File: src/hw/wb_biu_pkg.sv
// Shared Wishbone BIU definitions
// Bus widths, CTI and BTE codes
// Configuration register word offsets
// BIU request, response and steering structs
`default_nettype none

package wb_biu_pkg;

    // Bus widths
    localparam int WB_DATA_WIDTH = 32;
    localparam int WB_ADDR_WIDTH = 32;
    localparam int WB_SEL_WIDTH  = WB_DATA_WIDTH / 8;
    // Word address after dropping byte offset bits
    localparam int WB_WORD_WIDTH = WB_ADDR_WIDTH - 2;
    localparam int WB_CTI_WIDTH  = 3;
    localparam int WB_BTE_WIDTH  = 2;

    // Cycle type identifiers
    localparam logic [WB_CTI_WIDTH-1:0] WB_CTI_CLASSIC = 3'b000;
    localparam logic [WB_CTI_WIDTH-1:0] WB_CTI_INCR    = 3'b010;
    localparam logic [WB_CTI_WIDTH-1:0] WB_CTI_EOB     = 3'b111;

    // Linear burst extension, the only one streamed
    localparam logic [WB_BTE_WIDTH-1:0] WB_BTE_LINEAR  = 2'b00;

    // Word offsets inside the configuration window
    localparam logic [WB_WORD_WIDTH-1:0] CFG_OFS_CTRL  = 30'd0;
    localparam logic [WB_WORD_WIDTH-1:0] CFG_OFS_BEATS = 30'd1;

    // One pending beat towards a target
    typedef struct packed {
        logic                     en;
        logic                     we;
        logic                     eob;
        logic                     burst;
        logic [WB_SEL_WIDTH-1:0]  sel;
        logic [WB_WORD_WIDTH-1:0] addr;
        logic [WB_DATA_WIDTH-1:0] data;
    } biu_req_t;

    // Target answer, data valid with done
    typedef struct packed {
        logic                     done;
        logic [WB_DATA_WIDTH-1:0] data;
    } biu_rsp_t;

    // Steering from config block to SRAM controller
    typedef struct packed {
        logic [2:0] wait_states;
        logic       write_protect;
    } cfg_ctrl_t;

endpackage

`default_nettype wire
File: src/hw/wb_biu_top.sv
// Wishbone BIU subsystem top level
// Responder, config block, SRAM controller and SRAM bank
`timescale 1ns/100ps
`default_nettype none

module wb_biu_top #(
    parameter logic [wb_biu_pkg::WB_ADDR_WIDTH-1:0] OPTN_BASE_ADDR = 32'h0,
    parameter int                                   OPTN_MEM_WORDS = 64,
    parameter logic [wb_biu_pkg::WB_ADDR_WIDTH-1:0] OPTN_CFG_ADDR  = 32'h1000
) (
    input  logic                                 i_wb_clk,
    input  logic                                 i_rst_n,
    input  logic                                 i_wb_cyc,
    input  logic                                 i_wb_stb,
    input  logic                                 i_wb_we,
    input  logic [wb_biu_pkg::WB_CTI_WIDTH-1:0]  i_wb_cti,
    input  logic [wb_biu_pkg::WB_BTE_WIDTH-1:0]  i_wb_bte,
    input  logic [wb_biu_pkg::WB_SEL_WIDTH-1:0]  i_wb_sel,
    input  logic [wb_biu_pkg::WB_ADDR_WIDTH-1:0] i_wb_addr,
    input  logic [wb_biu_pkg::WB_DATA_WIDTH-1:0] i_wb_data,
    output logic                                 o_wb_ack,
    output logic [wb_biu_pkg::WB_DATA_WIDTH-1:0] o_wb_data
);
    import wb_biu_pkg::*;

    // Responder to targets
    biu_req_t sram_req;
    biu_req_t cfg_req;
    biu_rsp_t sram_rsp;
    biu_rsp_t cfg_rsp;

    // Config steering and beat feedback
    cfg_ctrl_t sram_ctrl;
    logic      sram_beat;

    // Memory port
    logic                     mem_en;
    logic [WB_SEL_WIDTH-1:0]  mem_we;
    logic [WB_WORD_WIDTH-1:0] mem_addr;
    logic [WB_DATA_WIDTH-1:0] mem_wdata;
    logic [WB_DATA_WIDTH-1:0] mem_rd_data;

    wb_biu_responder #(
        .OPTN_BASE_ADDR (OPTN_BASE_ADDR),
        .OPTN_MEM_WORDS (OPTN_MEM_WORDS),
        .OPTN_CFG_ADDR  (OPTN_CFG_ADDR)
    ) u_responder (
        .i_wb_clk   (i_wb_clk),
        .i_rst_n    (i_rst_n),
        .i_wb_cyc   (i_wb_cyc),
        .i_wb_stb   (i_wb_stb),
        .i_wb_we    (i_wb_we),
        .i_wb_cti   (i_wb_cti),
        .i_wb_bte   (i_wb_bte),
        .i_wb_sel   (i_wb_sel),
        .i_wb_addr  (i_wb_addr),
        .i_wb_data  (i_wb_data),
        .i_sram_rsp (sram_rsp),
        .i_cfg_rsp  (cfg_rsp),
        .o_wb_ack   (o_wb_ack),
        .o_wb_data  (o_wb_data),
        .o_sram_req (sram_req),
        .o_cfg_req  (cfg_req)
    );

    biu_cfg_regs u_cfg_regs (
        .i_wb_clk (i_wb_clk),
        .i_rst_n  (i_rst_n),
        .i_req    (cfg_req),
        .i_beat   (sram_beat),
        .o_rsp    (cfg_rsp),
        .o_ctrl   (sram_ctrl)
    );

    biu_sram_ctrl u_sram_ctrl (
        .i_wb_clk    (i_wb_clk),
        .i_rst_n     (i_rst_n),
        .i_req       (sram_req),
        .i_ctrl      (sram_ctrl),
        .i_rd_data   (mem_rd_data),
        .o_rsp       (sram_rsp),
        .o_beat      (sram_beat),
        .o_mem_en    (mem_en),
        .o_mem_we    (mem_we),
        .o_mem_addr  (mem_addr),
        .o_mem_wdata (mem_wdata)
    );

    biu_sram_bank #(
        .OPTN_MEM_WORDS (OPTN_MEM_WORDS)
    ) u_sram_bank (
        .i_wb_clk    (i_wb_clk),
        .i_mem_en    (mem_en),
        .i_mem_we    (mem_we),
        .i_mem_addr  (mem_addr),
        .i_mem_wdata (mem_wdata),
        .o_rd_data   (mem_rd_data)
    );

endmodule

`default_nettype wire

File: src/hw/biu_sram_ctrl.sv
// SRAM beat sequencer
// Programmable wait states before each beat
// Back-to-back streaming for linear bursts without wait states
// Write lane masking under write protect, beat pulse to config block
`timescale 1ns/100ps
`default_nettype none

module biu_sram_ctrl (
    input  logic                                 i_wb_clk,
    input  logic                                 i_rst_n,
    input  wb_biu_pkg::biu_req_t                 i_req,
    input  wb_biu_pkg::cfg_ctrl_t                i_ctrl,
    input  logic [wb_biu_pkg::WB_DATA_WIDTH-1:0] i_rd_data,
    output wb_biu_pkg::biu_rsp_t                 o_rsp,
    output logic                                 o_beat,
    output logic                                 o_mem_en,
    output logic [wb_biu_pkg::WB_SEL_WIDTH-1:0]  o_mem_we,
    output logic [wb_biu_pkg::WB_WORD_WIDTH-1:0] o_mem_addr,
    output logic [wb_biu_pkg::WB_DATA_WIDTH-1:0] o_mem_wdata
);
    import wb_biu_pkg::*;

    typedef enum logic [1:0] {
        ST_IDLE,
        ST_WAIT,
        ST_ACCESS,
        ST_STREAM
    } state_t;

    state_t     state_q;
    state_t     state_d;
    logic [2:0] wait_cnt_q;
    logic [2:0] wait_cnt_d;
    logic       no_wait;
    logic       beat_done;
    logic       start_access;
    logic       stream_next;
    logic       write_commit;

    assign no_wait = (i_ctrl.wait_states == 3'd0);

    // ACCESS and STREAM are the acknowledge cycles
    assign beat_done = i_req.en && ((state_q == ST_ACCESS) || (state_q == ST_STREAM));

    // Edge where done gets set for a fresh beat
    assign start_access = i_req.en && (((state_q == ST_IDLE) && no_wait) ||
                                       ((state_q == ST_WAIT) && (wait_cnt_q == 3'd0)));

    // Next burst beat is acked straight after this one
    assign stream_next = beat_done & i_req.burst & ~i_req.eob & no_wait;

    // Writes commit at the end of the ack cycle, bus data is valid there
    assign write_commit = beat_done & i_req.we;

    // Reads issue one edge ahead so data lands in the ack cycle
    assign o_mem_en    = write_commit | (~i_req.we & (start_access | stream_next));
    // Protected writes still run, with no lanes enabled
    assign o_mem_we    = (write_commit && !i_ctrl.write_protect) ? i_req.sel : '0;
    // Streamed read fetches the word after the one on the bus
    assign o_mem_addr  = (stream_next && !i_req.we) ? i_req.addr + WB_WORD_WIDTH'(1)
                                                    : i_req.addr;
    assign o_mem_wdata = i_req.data;

    always_comb begin
        state_d    = state_q;
        wait_cnt_d = wait_cnt_q;
        case (state_q)
            ST_IDLE: begin
                if (i_req.en) begin
                    if (no_wait) begin
                        state_d = ST_ACCESS;
                    end else begin
                        state_d    = ST_WAIT;
                        wait_cnt_d = i_ctrl.wait_states - 3'd1;
                    end
                end
            end
            ST_WAIT: begin
                // STB dropped, give up and wait for the beat again
                if (!i_req.en) begin
                    state_d = ST_IDLE;
                end else if (wait_cnt_q == 3'd0) begin
                    state_d = ST_ACCESS;
                end else begin
                    wait_cnt_d = wait_cnt_q - 3'd1;
                end
            end
            ST_ACCESS, ST_STREAM: begin
                state_d = stream_next ? ST_STREAM : ST_IDLE;
            end
            default: begin
                state_d = ST_IDLE;
            end
        endcase
    end

    always_ff @(posedge i_wb_clk or negedge i_rst_n) begin
        if (!i_rst_n) begin
            state_q    <= ST_IDLE;
            wait_cnt_q <= 3'd0;
        end else begin
            state_q    <= state_d;
            wait_cnt_q <= wait_cnt_d;
        end
    end

    // Done and beat pulse are the same event
    assign o_rsp  = '{done: beat_done, data: i_rd_data};
    assign o_beat = beat_done;

endmodule

`default_nettype wire

File: src/hw/biu_cfg_regs.sv
// Configuration and status registers
// CTRL holds wait states and write protect, byte-lane writable
// BEATS counts completed SRAM beats, read only
`timescale 1ns/100ps
`default_nettype none

module biu_cfg_regs (
    input  logic                  i_wb_clk,
    input  logic                  i_rst_n,
    input  wb_biu_pkg::biu_req_t  i_req,
    input  logic                  i_beat,
    output wb_biu_pkg::biu_rsp_t  o_rsp,
    output wb_biu_pkg::cfg_ctrl_t o_ctrl
);
    import wb_biu_pkg::*;

    logic [2:0]               wait_states_q;
    logic                     write_protect_q;
    logic [WB_DATA_WIDTH-1:0] beats_q;
    logic                     done_q;
    logic [WB_DATA_WIDTH-1:0] rd_data_q;
    logic                     accept;
    logic [WB_DATA_WIDTH-1:0] ctrl_word;

    // New beat taken only outside its own done cycle
    assign accept = i_req.en & ~done_q;

    // CTRL layout, wait states in 2:0, write protect in 8
    assign ctrl_word = {23'd0, write_protect_q, 5'd0, wait_states_q};

    always_ff @(posedge i_wb_clk or negedge i_rst_n) begin
        if (!i_rst_n) begin
            wait_states_q   <= 3'd0;
            write_protect_q <= 1'b0;
            beats_q         <= '0;
            done_q          <= 1'b0;
        end else begin
            done_q <= accept;
            if (i_beat) begin
                beats_q <= beats_q + 1'b1;
            end
            // BEATS ignores writes
            if (accept && i_req.we && (i_req.addr == CFG_OFS_CTRL)) begin
                if (i_req.sel[0]) begin
                    wait_states_q <= i_req.data[2:0];
                end
                if (i_req.sel[1]) begin
                    write_protect_q <= i_req.data[8];
                end
            end
        end
    end

    // Read value captured with the request
    always_ff @(posedge i_wb_clk) begin
        if (accept) begin
            rd_data_q <= (i_req.addr == CFG_OFS_BEATS) ? beats_q : ctrl_word;
        end
    end

    assign o_rsp  = '{done: done_q & i_req.en, data: rd_data_q};
    assign o_ctrl = '{wait_states: wait_states_q, write_protect: write_protect_q};

endmodule

`default_nettype wire

File: src/hw/biu_sram_bank.sv
// Byte-lane synchronous SRAM
// One byte array per lane, per-lane write enable
// Registered read port
`timescale 1ns/100ps
`default_nettype none

module biu_sram_bank #(
    parameter int OPTN_MEM_WORDS = 64
) (
    input  logic                                 i_wb_clk,
    input  logic                                 i_mem_en,
    input  logic [wb_biu_pkg::WB_SEL_WIDTH-1:0]  i_mem_we,
    input  logic [wb_biu_pkg::WB_WORD_WIDTH-1:0] i_mem_addr,
    input  logic [wb_biu_pkg::WB_DATA_WIDTH-1:0] i_mem_wdata,
    output logic [wb_biu_pkg::WB_DATA_WIDTH-1:0] o_rd_data
);
    import wb_biu_pkg::*;

    localparam int IDX_BITS = (OPTN_MEM_WORDS > 1) ? $clog2(OPTN_MEM_WORDS) : 1;

    logic [IDX_BITS-1:0] mem_idx;

    // Upper address bits already checked by the window decode
    assign mem_idx = i_mem_addr[IDX_BITS-1:0];

    for (genvar lane = 0; lane < WB_SEL_WIDTH; lane++) begin : g_lane
        logic [7:0] lane_mem [OPTN_MEM_WORDS];
        logic [7:0] rd_q;

        // Old contents read out on a write
        always_ff @(posedge i_wb_clk) begin
            if (i_mem_en) begin
                if (i_mem_we[lane]) begin
                    lane_mem[mem_idx] <= i_mem_wdata[lane*8 +: 8];
                end
                rd_q <= lane_mem[mem_idx];
            end
        end

        assign o_rd_data[lane*8 +: 8] = rd_q;
    end

endmodule

`default_nettype wire

File: src/hw/wb_biu_responder.sv
// Wishbone B4 responder
// Address window decode for SRAM and config targets
// CTI/BTE decode into burst and end-of-burst flags
// Registered acknowledge for unmapped beats, ACK/DAT return mux
`timescale 1ns/100ps
`default_nettype none

module wb_biu_responder #(
    parameter logic [wb_biu_pkg::WB_ADDR_WIDTH-1:0] OPTN_BASE_ADDR = 32'h0,
    parameter int                                   OPTN_MEM_WORDS = 64,
    parameter logic [wb_biu_pkg::WB_ADDR_WIDTH-1:0] OPTN_CFG_ADDR  = 32'h1000
) (
    input  logic                                 i_wb_clk,
    input  logic                                 i_rst_n,
    input  logic                                 i_wb_cyc,
    input  logic                                 i_wb_stb,
    input  logic                                 i_wb_we,
    input  logic [wb_biu_pkg::WB_CTI_WIDTH-1:0]  i_wb_cti,
    input  logic [wb_biu_pkg::WB_BTE_WIDTH-1:0]  i_wb_bte,
    input  logic [wb_biu_pkg::WB_SEL_WIDTH-1:0]  i_wb_sel,
    input  logic [wb_biu_pkg::WB_ADDR_WIDTH-1:0] i_wb_addr,
    input  logic [wb_biu_pkg::WB_DATA_WIDTH-1:0] i_wb_data,
    input  wb_biu_pkg::biu_rsp_t                 i_sram_rsp,
    input  wb_biu_pkg::biu_rsp_t                 i_cfg_rsp,
    output logic                                 o_wb_ack,
    output logic [wb_biu_pkg::WB_DATA_WIDTH-1:0] o_wb_data,
    output wb_biu_pkg::biu_req_t                 o_sram_req,
    output wb_biu_pkg::biu_req_t                 o_cfg_req
);
    import wb_biu_pkg::*;

    // SRAM size in words, at word address width
    localparam logic [WB_WORD_WIDTH-1:0] MEM_WORDS = WB_WORD_WIDTH'(OPTN_MEM_WORDS);

    logic                     wb_en;
    logic                     wb_burst;
    logic                     wb_eob;
    logic [WB_ADDR_WIDTH-1:0] sram_ofs;
    logic [WB_ADDR_WIDTH-1:0] cfg_ofs;
    logic                     sram_hit;
    logic                     cfg_hit;
    logic                     unmapped_ack_q;

    // Beat pending only with both CYC and STB
    assign wb_en = i_wb_cyc & i_wb_stb;

    // Wrap bursts fall back to single-beat handling
    assign wb_burst = (i_wb_cti == WB_CTI_INCR) && (i_wb_bte == WB_BTE_LINEAR);
    assign wb_eob   = (i_wb_cti == WB_CTI_EOB) || (i_wb_cti == WB_CTI_CLASSIC);

    // Base-relative byte offsets
    assign sram_ofs = i_wb_addr - OPTN_BASE_ADDR;
    assign cfg_ofs  = i_wb_addr - OPTN_CFG_ADDR;

    // SRAM wins if the windows ever overlap
    assign sram_hit = (i_wb_addr >= OPTN_BASE_ADDR) &&
                      (sram_ofs[WB_ADDR_WIDTH-1:2] < MEM_WORDS);
    assign cfg_hit  = !sram_hit && (i_wb_addr >= OPTN_CFG_ADDR) &&
                      (cfg_ofs[WB_ADDR_WIDTH-1:2] <= CFG_OFS_BEATS);

    assign o_sram_req = '{en: wb_en & sram_hit, we: i_wb_we, eob: wb_eob, burst: wb_burst,
                          sel: i_wb_sel, addr: sram_ofs[WB_ADDR_WIDTH-1:2], data: i_wb_data};
    assign o_cfg_req  = '{en: wb_en & cfg_hit, we: i_wb_we, eob: wb_eob, burst: wb_burst,
                          sel: i_wb_sel, addr: cfg_ofs[WB_ADDR_WIDTH-1:2], data: i_wb_data};

    // Unmapped beat, ack once per beat one cycle later
    always_ff @(posedge i_wb_clk or negedge i_rst_n) begin
        if (!i_rst_n) begin
            unmapped_ack_q <= 1'b0;
        end else begin
            unmapped_ack_q <= wb_en & ~sram_hit & ~cfg_hit & ~unmapped_ack_q;
        end
    end

    // Done straight through to ACK, never outside a pending beat
    assign o_wb_ack = wb_en & (i_sram_rsp.done | i_cfg_rsp.done | unmapped_ack_q);

    // Unmapped reads see zero
    always_comb begin
        if (i_sram_rsp.done) begin
            o_wb_data = i_sram_rsp.data;
        end else if (i_cfg_rsp.done) begin
            o_wb_data = i_cfg_rsp.data;
        end else begin
            o_wb_data = '0;
        end
    end

endmodule

`default_nettype wire

File: config.mk
export PLATFORM = sky130hd
export DESIGN_NAME = wb_biu_top
export DESIGN_NICKNAME = d
export VERILOG_FILES = /design/src/hw/wb_biu_pkg.sv /design/src/hw/wb_biu_top.sv /design/src/hw/biu_sram_ctrl.sv /design/src/hw/biu_cfg_regs.sv /design/src/hw/biu_sram_bank.sv /design/src/hw/wb_biu_responder.sv
export SDC_FILE = /design/constraint.sdc
export NUM_CORES = 2
export LEC_CHECK = 0
export BUFFER_PORTS_ARGS = -buffer_cell sky130_fd_sc_hd__buf_2
export CAP_MARGIN = 20
export CORE_MARGIN = 2
export CORE_UTILIZATION = 43
export CTS_CLUSTER_DIAMETER = 150
export DETAILED_ROUTE_END_ITERATION = 10
export SYNTH_ARGS = -nofsm -noshare
export SYNTH_HDL_FRONTEND = slang
export SYNTH_HIERARCHICAL = 1
export SYNTH_SLANG_ARGS = --single-unit
File: constraint.sdc
create_clock -name i_wb_clk -period 4.6 [get_ports i_wb_clk]
set_clock_uncertainty 0.15 [all_clocks]
set_input_delay 0.46 -clock i_wb_clk [delete_from_list [all_inputs] [get_ports i_wb_clk]]
set_output_delay 0.46 -clock i_wb_clk [all_outputs]
set_load 0.02 [all_outputs]
After elaboration in Yosys (flattened, before gate mapping)
Memory sizes are Yosys's and may differ from the RTL's. A register that Yosys moved wholly into a read port is not among the register bits.
Cells that the tools add are included.
{"block": "word_totals", "reg_bits": 75, "latchBits": 0, "ram_bits": 2048, "mem_bits_ro": 0, "in_bits": 78, "out_inout_bits": 33, "elab_cells": 115, "mem_count": 4}
{"block": "classes", "addsub": 5, "mul": 0, "div_mod_pow": 0, "n_lt_le_gt_ge": 4, "n_eq_ne": 11, "shift": 0, "n_mux": 28, "bitwise": 24, "n_reduce_logical": 30}
{"name": "u_sram_bank.g_lane[0].lane_mem", "words": 64, "width": 8, "read_ports": 1, "rd_ports_with_merged_regs": 1, "write_ports": 1, "line_no": "biu_sram_bank.sv:27", "rtl": "logic [7:0] lane_mem [OPTN_MEM_WORDS];"}
{"name": "u_sram_bank.g_lane[1].lane_mem", "words": 64, "width": 8, "read_ports": 1, "rd_ports_with_merged_regs": 1, "write_ports": 1, "line_no": "biu_sram_bank.sv:27"}
{"name": "u_sram_bank.g_lane[2].lane_mem", "words": 64, "width": 8, "read_ports": 1, "rd_ports_with_merged_regs": 1, "write_ports": 1, "line_no": "biu_sram_bank.sv:27"}
{"name": "u_sram_bank.g_lane[3].lane_mem", "words": 64, "width": 8, "read_ports": 1, "rd_ports_with_merged_regs": 1, "write_ports": 1, "line_no": "biu_sram_bank.sv:27"}
{"operator": "2-to-1 mux 32 bit", "n": 2}
{"operator": "adder 32 x 1 -> 32 bit (second input constant)", "n": 1}
{"operator": "greater-or-equal comparator 32 x 1 -> 1 bit (second input constant)", "n": 1}
{"operator": "greater-or-equal comparator 32 x 13 -> 1 bit (second input constant)", "n": 1}
{"operator": "subtractor 32 x 13 -> 32 bit (second input constant)", "n": 1}
{"operator": "== test 30 x 1 -> 1 bit (second input constant)", "n": 1}
{"operator": "<= comparator 30 x 1 -> 1 bit (second input constant)", "n": 1}
{"operator": "logical NOT 30 bit", "n": 1}
{"operator": "less-than comparator 30 x 7 -> 1 bit (second input constant)", "n": 1}
{"operator": "bitwise AND 1 bit", "n": 14}
{"operator": "logical AND 1 bit", "n": 12}
{"operator": "2-to-1 mux 1 bit", "n": 12}
{"operator": "2-to-1 mux 3 bit", "n": 4}
{"operator": "2-to-1 mux 2 bit", "n": 5}
{"operator": "logical NOT 3 bit", "n": 3}
{"operator": "2-to-1 mux 9 bit", "n": 1}
{"operator": "adder 6 x 1 -> 6 bit (second input constant)", "n": 1}
{"operator": "2-to-1 mux 6 bit", "n": 1}
{"operator": "inverter 1 bit", "n": 6}
{"operator": "case mux 2 bit (3 select lines)", "n": 1}
{"operator": "case mux 3 bit (2 select lines)", "n": 1}
{"operator": "AND reduction 2 bit", "n": 3}
{"operator": "subtractor 3 x 1 -> 3 bit (second input constant)", "n": 2}
{"operator": "AND reduction 5 bit", "n": 1}
{"operator": "14 further kinds", "n": 25}

Depth between registers and ports, before layout
{"block": "depth", "ltp_word": 12, "depth_mapped": 20, "ltp_nobuf": 15}

By module
Netlist, hierarchy kept.
{"mod": "biu_sram_bank", "n_inst": 1, "cells_per_inst": 4645, "area_each_um2": 79905.4, "seq_area_each_um2": 62459.9}
{"mod": "biu_cfg_regs", "n_inst": 1, "cells_per_inst": 221, "area_each_um2": 3006.6, "seq_area_each_um2": 1886.8}
{"mod": "wb_biu_responder", "n_inst": 1, "cells_per_inst": 255, "area_each_um2": 1879.3, "seq_area_each_um2": 25.0}
{"mod": "biu_sram_ctrl", "n_inst": 1, "cells_per_inst": 210, "area_each_um2": 1620.3, "seq_area_each_um2": 125.1}

Worst setup path after synthesis
Ideal clock, no wire load.
{"block": "synth_path", "path_kind": "input -> register", "start": "in i_wb_addr[13] in the netlist's numbering", "end": "mem u_sram_bank.g_lane[0].lane_mem[29][0] (enable)", "setup_time_ns": 0.370, "arrival_time_ns": 4.313, "required_ns": 4.080, "slack_ns": -0.233, "cell_stages": 17, "n_path_buf": 6, "cell_sequence": "inv_1 ha_1 clkbuf_1 nand3_2 nand4b_1 nor2_1 nand3b_1 or4_4 buf_6 xnor2_1 clkbuf_1 nand2_1 or2_2 clkbuf_1 clkbuf_1 clkbuf_1 nor2_1"}
{"item": "start, declared", "line_no": "wb_biu_top.sv:19", "rtl": "input logic [wb_biu_pkg::WB_ADDR_WIDTH-1:0] i_wb_addr,"}
{"item": "end, declared", "line_no": "biu_sram_bank.sv:27"}

Final worst setup path
{"block": "layout_path", "start": "reg u_cfg_regs.wait_states_q[0]", "end": "reg u_sram_bank.g_lane[2].rd_q[6], read port of u_sram_bank.g_lane[2].lane_mem (data pin)"}
{"block": "layout_via", "word_cells_on_any_way": 10, "cone_classes": "mux: 1; bitwise: 4; reduce/logical: 5"}
{"item": "start, declared", "line_no": "biu_cfg_regs.sv:17", "rtl": "logic [2:0] wait_states_q;"}
{"item": "start signal, assigned", "line_no": "biu_cfg_regs.sv:45", "rtl": "wait_states_q <= i_req.data[2:0];"}
{"item": "logical NOT 3 bit", "line_no": "biu_sram_ctrl.sv:40", "rtl": "assign no_wait = (i_ctrl.wait_states == 3'd0);"}
{"item": "bitwise AND 1 bit", "line_no": "biu_sram_ctrl.sv:50", "rtl": "assign stream_next = beat_done & i_req.burst & ~i_req.eob & no_wait;"}
{"item": "logical AND 1 bit", "line_no": "biu_sram_ctrl.sv:60", "rtl": "assign o_mem_addr = (stream_next && !i_req.we) ? i_req.addr + WB_WORD_WIDTH'(1)"}
{"item": "2-to-1 mux 6 bit", "line_no": "biu_sram_ctrl.sv:60"}
{"item": "net mem_addr[2]", "line_no": "wb_biu_top.sv:39", "rtl": "logic [WB_WORD_WIDTH-1:0] mem_addr;"}
{"item": "end, declared", "line_no": "biu_sram_bank.sv:28", "rtl": "logic [7:0] rd_q;"}
The timed path passes the listed nets, and every way through them passes these cells.
A chain may end at the register's enable or synchronous reset.

==> impl_metrics.csv <==
group,metric,value,unit
clocking,htreeDepth,4,
detailed_routing,drt-initial-drc-count,6432,
status,violations,"antenna violations",
die,io-pin-count,111,
timing,fin_crit,4.44,ns
die,die_h,450,µm
global_route,grt_max_degree,66,
cells_and_area,areaGrowthSynthToFinish,20.3,%
worst_setup_path,path_buf_inv,4,
timing,worst_pin_slew,1.10,ns
synth,syn_area_per_cell,16.4,µm²
detailed_routing,route.detailed.wl_per_inst,28.2,µm
die,die_area,202000,µm²
status,status,"finished with violations",
synth,synthCells,5195,
global_route,grt_pass1_vias,51200,
global_route,grt_pass1_wl,357000,µm
timing,hold_violations,0,
worst_setup_path,end_kind,"flip-flop",
detailed_routing,ant_nets,1,
clocking,cts_tree,"yes",
synth,synth_area,85400,µm²
synth,mappedNetlistNets,5280,
clocking,clk_latency,0.87,ns
job,maxCapViolCount,0,
worst_setup_path,required,5.18,ns
worst_setup_path,slowest_stage,"o21ai_0",
timing,slew_headroom,0.263,
global_route,antenna_found_initial,19,
place,place_area,95900,µm²
timing,fin_tns_setup,0,ns
timing,setup_viol,0,
cells_and_area,final_util,0.521,
place,dp_hpwl,164000,µm
cells_and_area,final_cell_area,103000,µm²
worst_setup_path,max_stage_delay,0.71,ns
timing,fmax,0.225,GHz
worst_setup_path,crit_type,"reg2reg",
cells_and_area,nets,6079,
worst_setup_path,cp_cell_sequence,"or3_1, nor3_2, buf_4, nand2_1, xnor2_4, buf_12, clkbuf_16, nor2b_4, buf_4, a222oi_1, o21a_1, o21ai_0, or3_1",
clocking,clockBufferDepth,3,
detailed_routing,dr_total_vias,52000,
timing,whs,0.0294,ns
clocking,cts_root_buf,"clkbuf_16",
worst_setup_path,worstPathArrival,5.03,ns
pwr,ir_drop,389,µV
global_route,grt.total_usage,0.241,
clocking,cts_made_buffers,208,
detailed_routing,routed_via_density,5.89,
die,rows,163,
synth,yosysWarnings,6,
timing,period_share,0.966,
worst_setup_path,worstPathMaxFanout,18,
global_route,grt_overflow_total,0,
detailed_routing,route.detailed.drc,0,
cells_and_area,drive_gt1_frac,0.261,
detailed_routing,drtPass1Iterations,5,
place,place.gp.congestion,0.888,
timing,slew_violations,0,
timing,rsz0062_at_grt,"no",
die,start_util,0.433,
place,portBuffers,108,
worst_setup_path,crit_family,"simple AND/OR/NAND/NOR gates",
detailed_routing,routed_wirelength,249000,µm
cells_and_area,nFillCells,16000,
clocking,clock-sinks,2155,
die,core,197000,µm²
die,die_x,450,µm
pwr,leakagePower,35.1,nW
hold_path,min-delay-path-class,"in2reg",
pwr,cellPowerDensity,393,nW/µm²
clocking,clk_pin_slew_worst_paths,0.06,ns
worst_setup_path,cp-start-kind,"flip-flop",
==> cell usage in the layout (no fill, tap or decap), drive strengths merged, types with 30 or more instances in the layout <==
cell and count:
a211oi 42, a21oi 98, a221oi 359, a22o 91, a22oi 128, and2 44
buf 1071, clkbuf 253, clkinv 108, dfrtp 43, edfxtp 2112, mux2 101
mux2i 269, mux4 44, nand2 142, nand3 30, nand4 39, nor2 454
o21ai 179, o22ai 154, or3 31
==> registers in the layout (all words and copies together) (netlist names) <==
| register | count |
|---|---|
| u_sram_bank/g_lane.lane_mem | 2048 |
| u_cfg_regs/beats_q | 32 |
| u_sram_ctrl/state_q | 2 |
| u_cfg_regs/rd_data_q | 32 |
| u_sram_bank/g_lane.rd_q | 32 |
| u_sram_ctrl/wait_cnt_q | 3 |
| u_cfg_regs/done_q | 1 |
| u_responder/unmapped_ack_q | 1 |
| u_cfg_regs/write_protect_q | 1 |
| u_cfg_regs/wait_states_q | 3 |
==> stage by stage <==
stage	instances	total power, mW	setup slack, ns
after CTS	8802	40.6	0.0833
after global placement	8397	24.4	-0.532
after global routing	8815	41.5	0.0985
final	8821	40.4	0.157
after detailed placement	8397	24.4	-0.531
after floorplan	5195	23.2	-0.127
==> path summary, 6_finish.rpt <==
path / slack (ns) / startpoint / endpoint / depth (start not counted)
max: 0.16 / u_cfg_regs/wait_states_q[0]$_DFFE_PN0P_ / u_sram_bank/g_lane[2].rd_q[6]$_DFFE_PP_ / 13
min: 0.03 / i_wb_data[26] / u_sram_bank/g_lane[3].lane_mem[38][2]$_DFFE_PP_ / 1
max reg2reg: 0.16 / u_cfg_regs/wait_states_q[0]$_DFFE_PN0P_ / u_sram_bank/g_lane[2].rd_q[6]$_DFFE_PP_ / 13
min reg2reg: 0.31 / u_cfg_regs/beats_q[31]$_DFFE_PN0P_ / u_cfg_regs/beats_q[31]$_DFFE_PN0P_ / 1
max in group asynchronous: 3.53 / i_rst_n / u_cfg_regs/beats_q[28]$_DFFE_PN0P_ / 4
min in group asynchronous: 0.33 / i_rst_n / u_sram_ctrl/wait_cnt_q[2]$_DFFE_PN0P_ / 3
==> report_power, final <==
| part | switching [mW] | internal, mW |
|---|---|---|
| logic | 1.59 | 0.936 |
| clock network | 7.39 | 8.96 |
| registers | 0.000255 | 21.5 |
| total | 8.97 | 31.4 |
==> final cells by class <==
type / instances / area (µm²) / area share
well taps: 2640 / 3300 / 0.0321
clock buffers: 252 / 5370 / 0.0523
diodes: 7 / 17.5 / 0.000170
flip-flops and latches: 2155 / 64500 / 0.628
inverters: 19 / 81.3 / 0.000791
clock inverters: 138 / 1110 / 0.0108
multi-input cells: 2521 / 18500 / 0.180
repair buffers: 1089 / 9890 / 0.0962
==> metal layers <==
| metal | part of all wire | global-route usage | wire [µm] | vias to the layer above |
|---|---|---|---|---|
| met4 | 0.034 | 0.0805 | 8390 | 10 |
| li1 | - | - | - | 22400 |
| met1 | 0.41 | 0.338 | 102000 | 26500 |
| met3 | 0.086 | 0.0396 | 21300 | 437 |
| met2 | 0.47 | 0.385 | 116000 | 2601 |
| met5 | 0.00023 | 0 | 58 | - |
==> what timing repair did <==
action                                 4_1_cts  5_1_grt
gates resized for setup                      0       22
setup endpoints to repair                    0       38
endpoints found under the hold margin      145       37
setup buffers                                0        5
hold buffers                                15        3
Power figures use the tool's default switching activity.
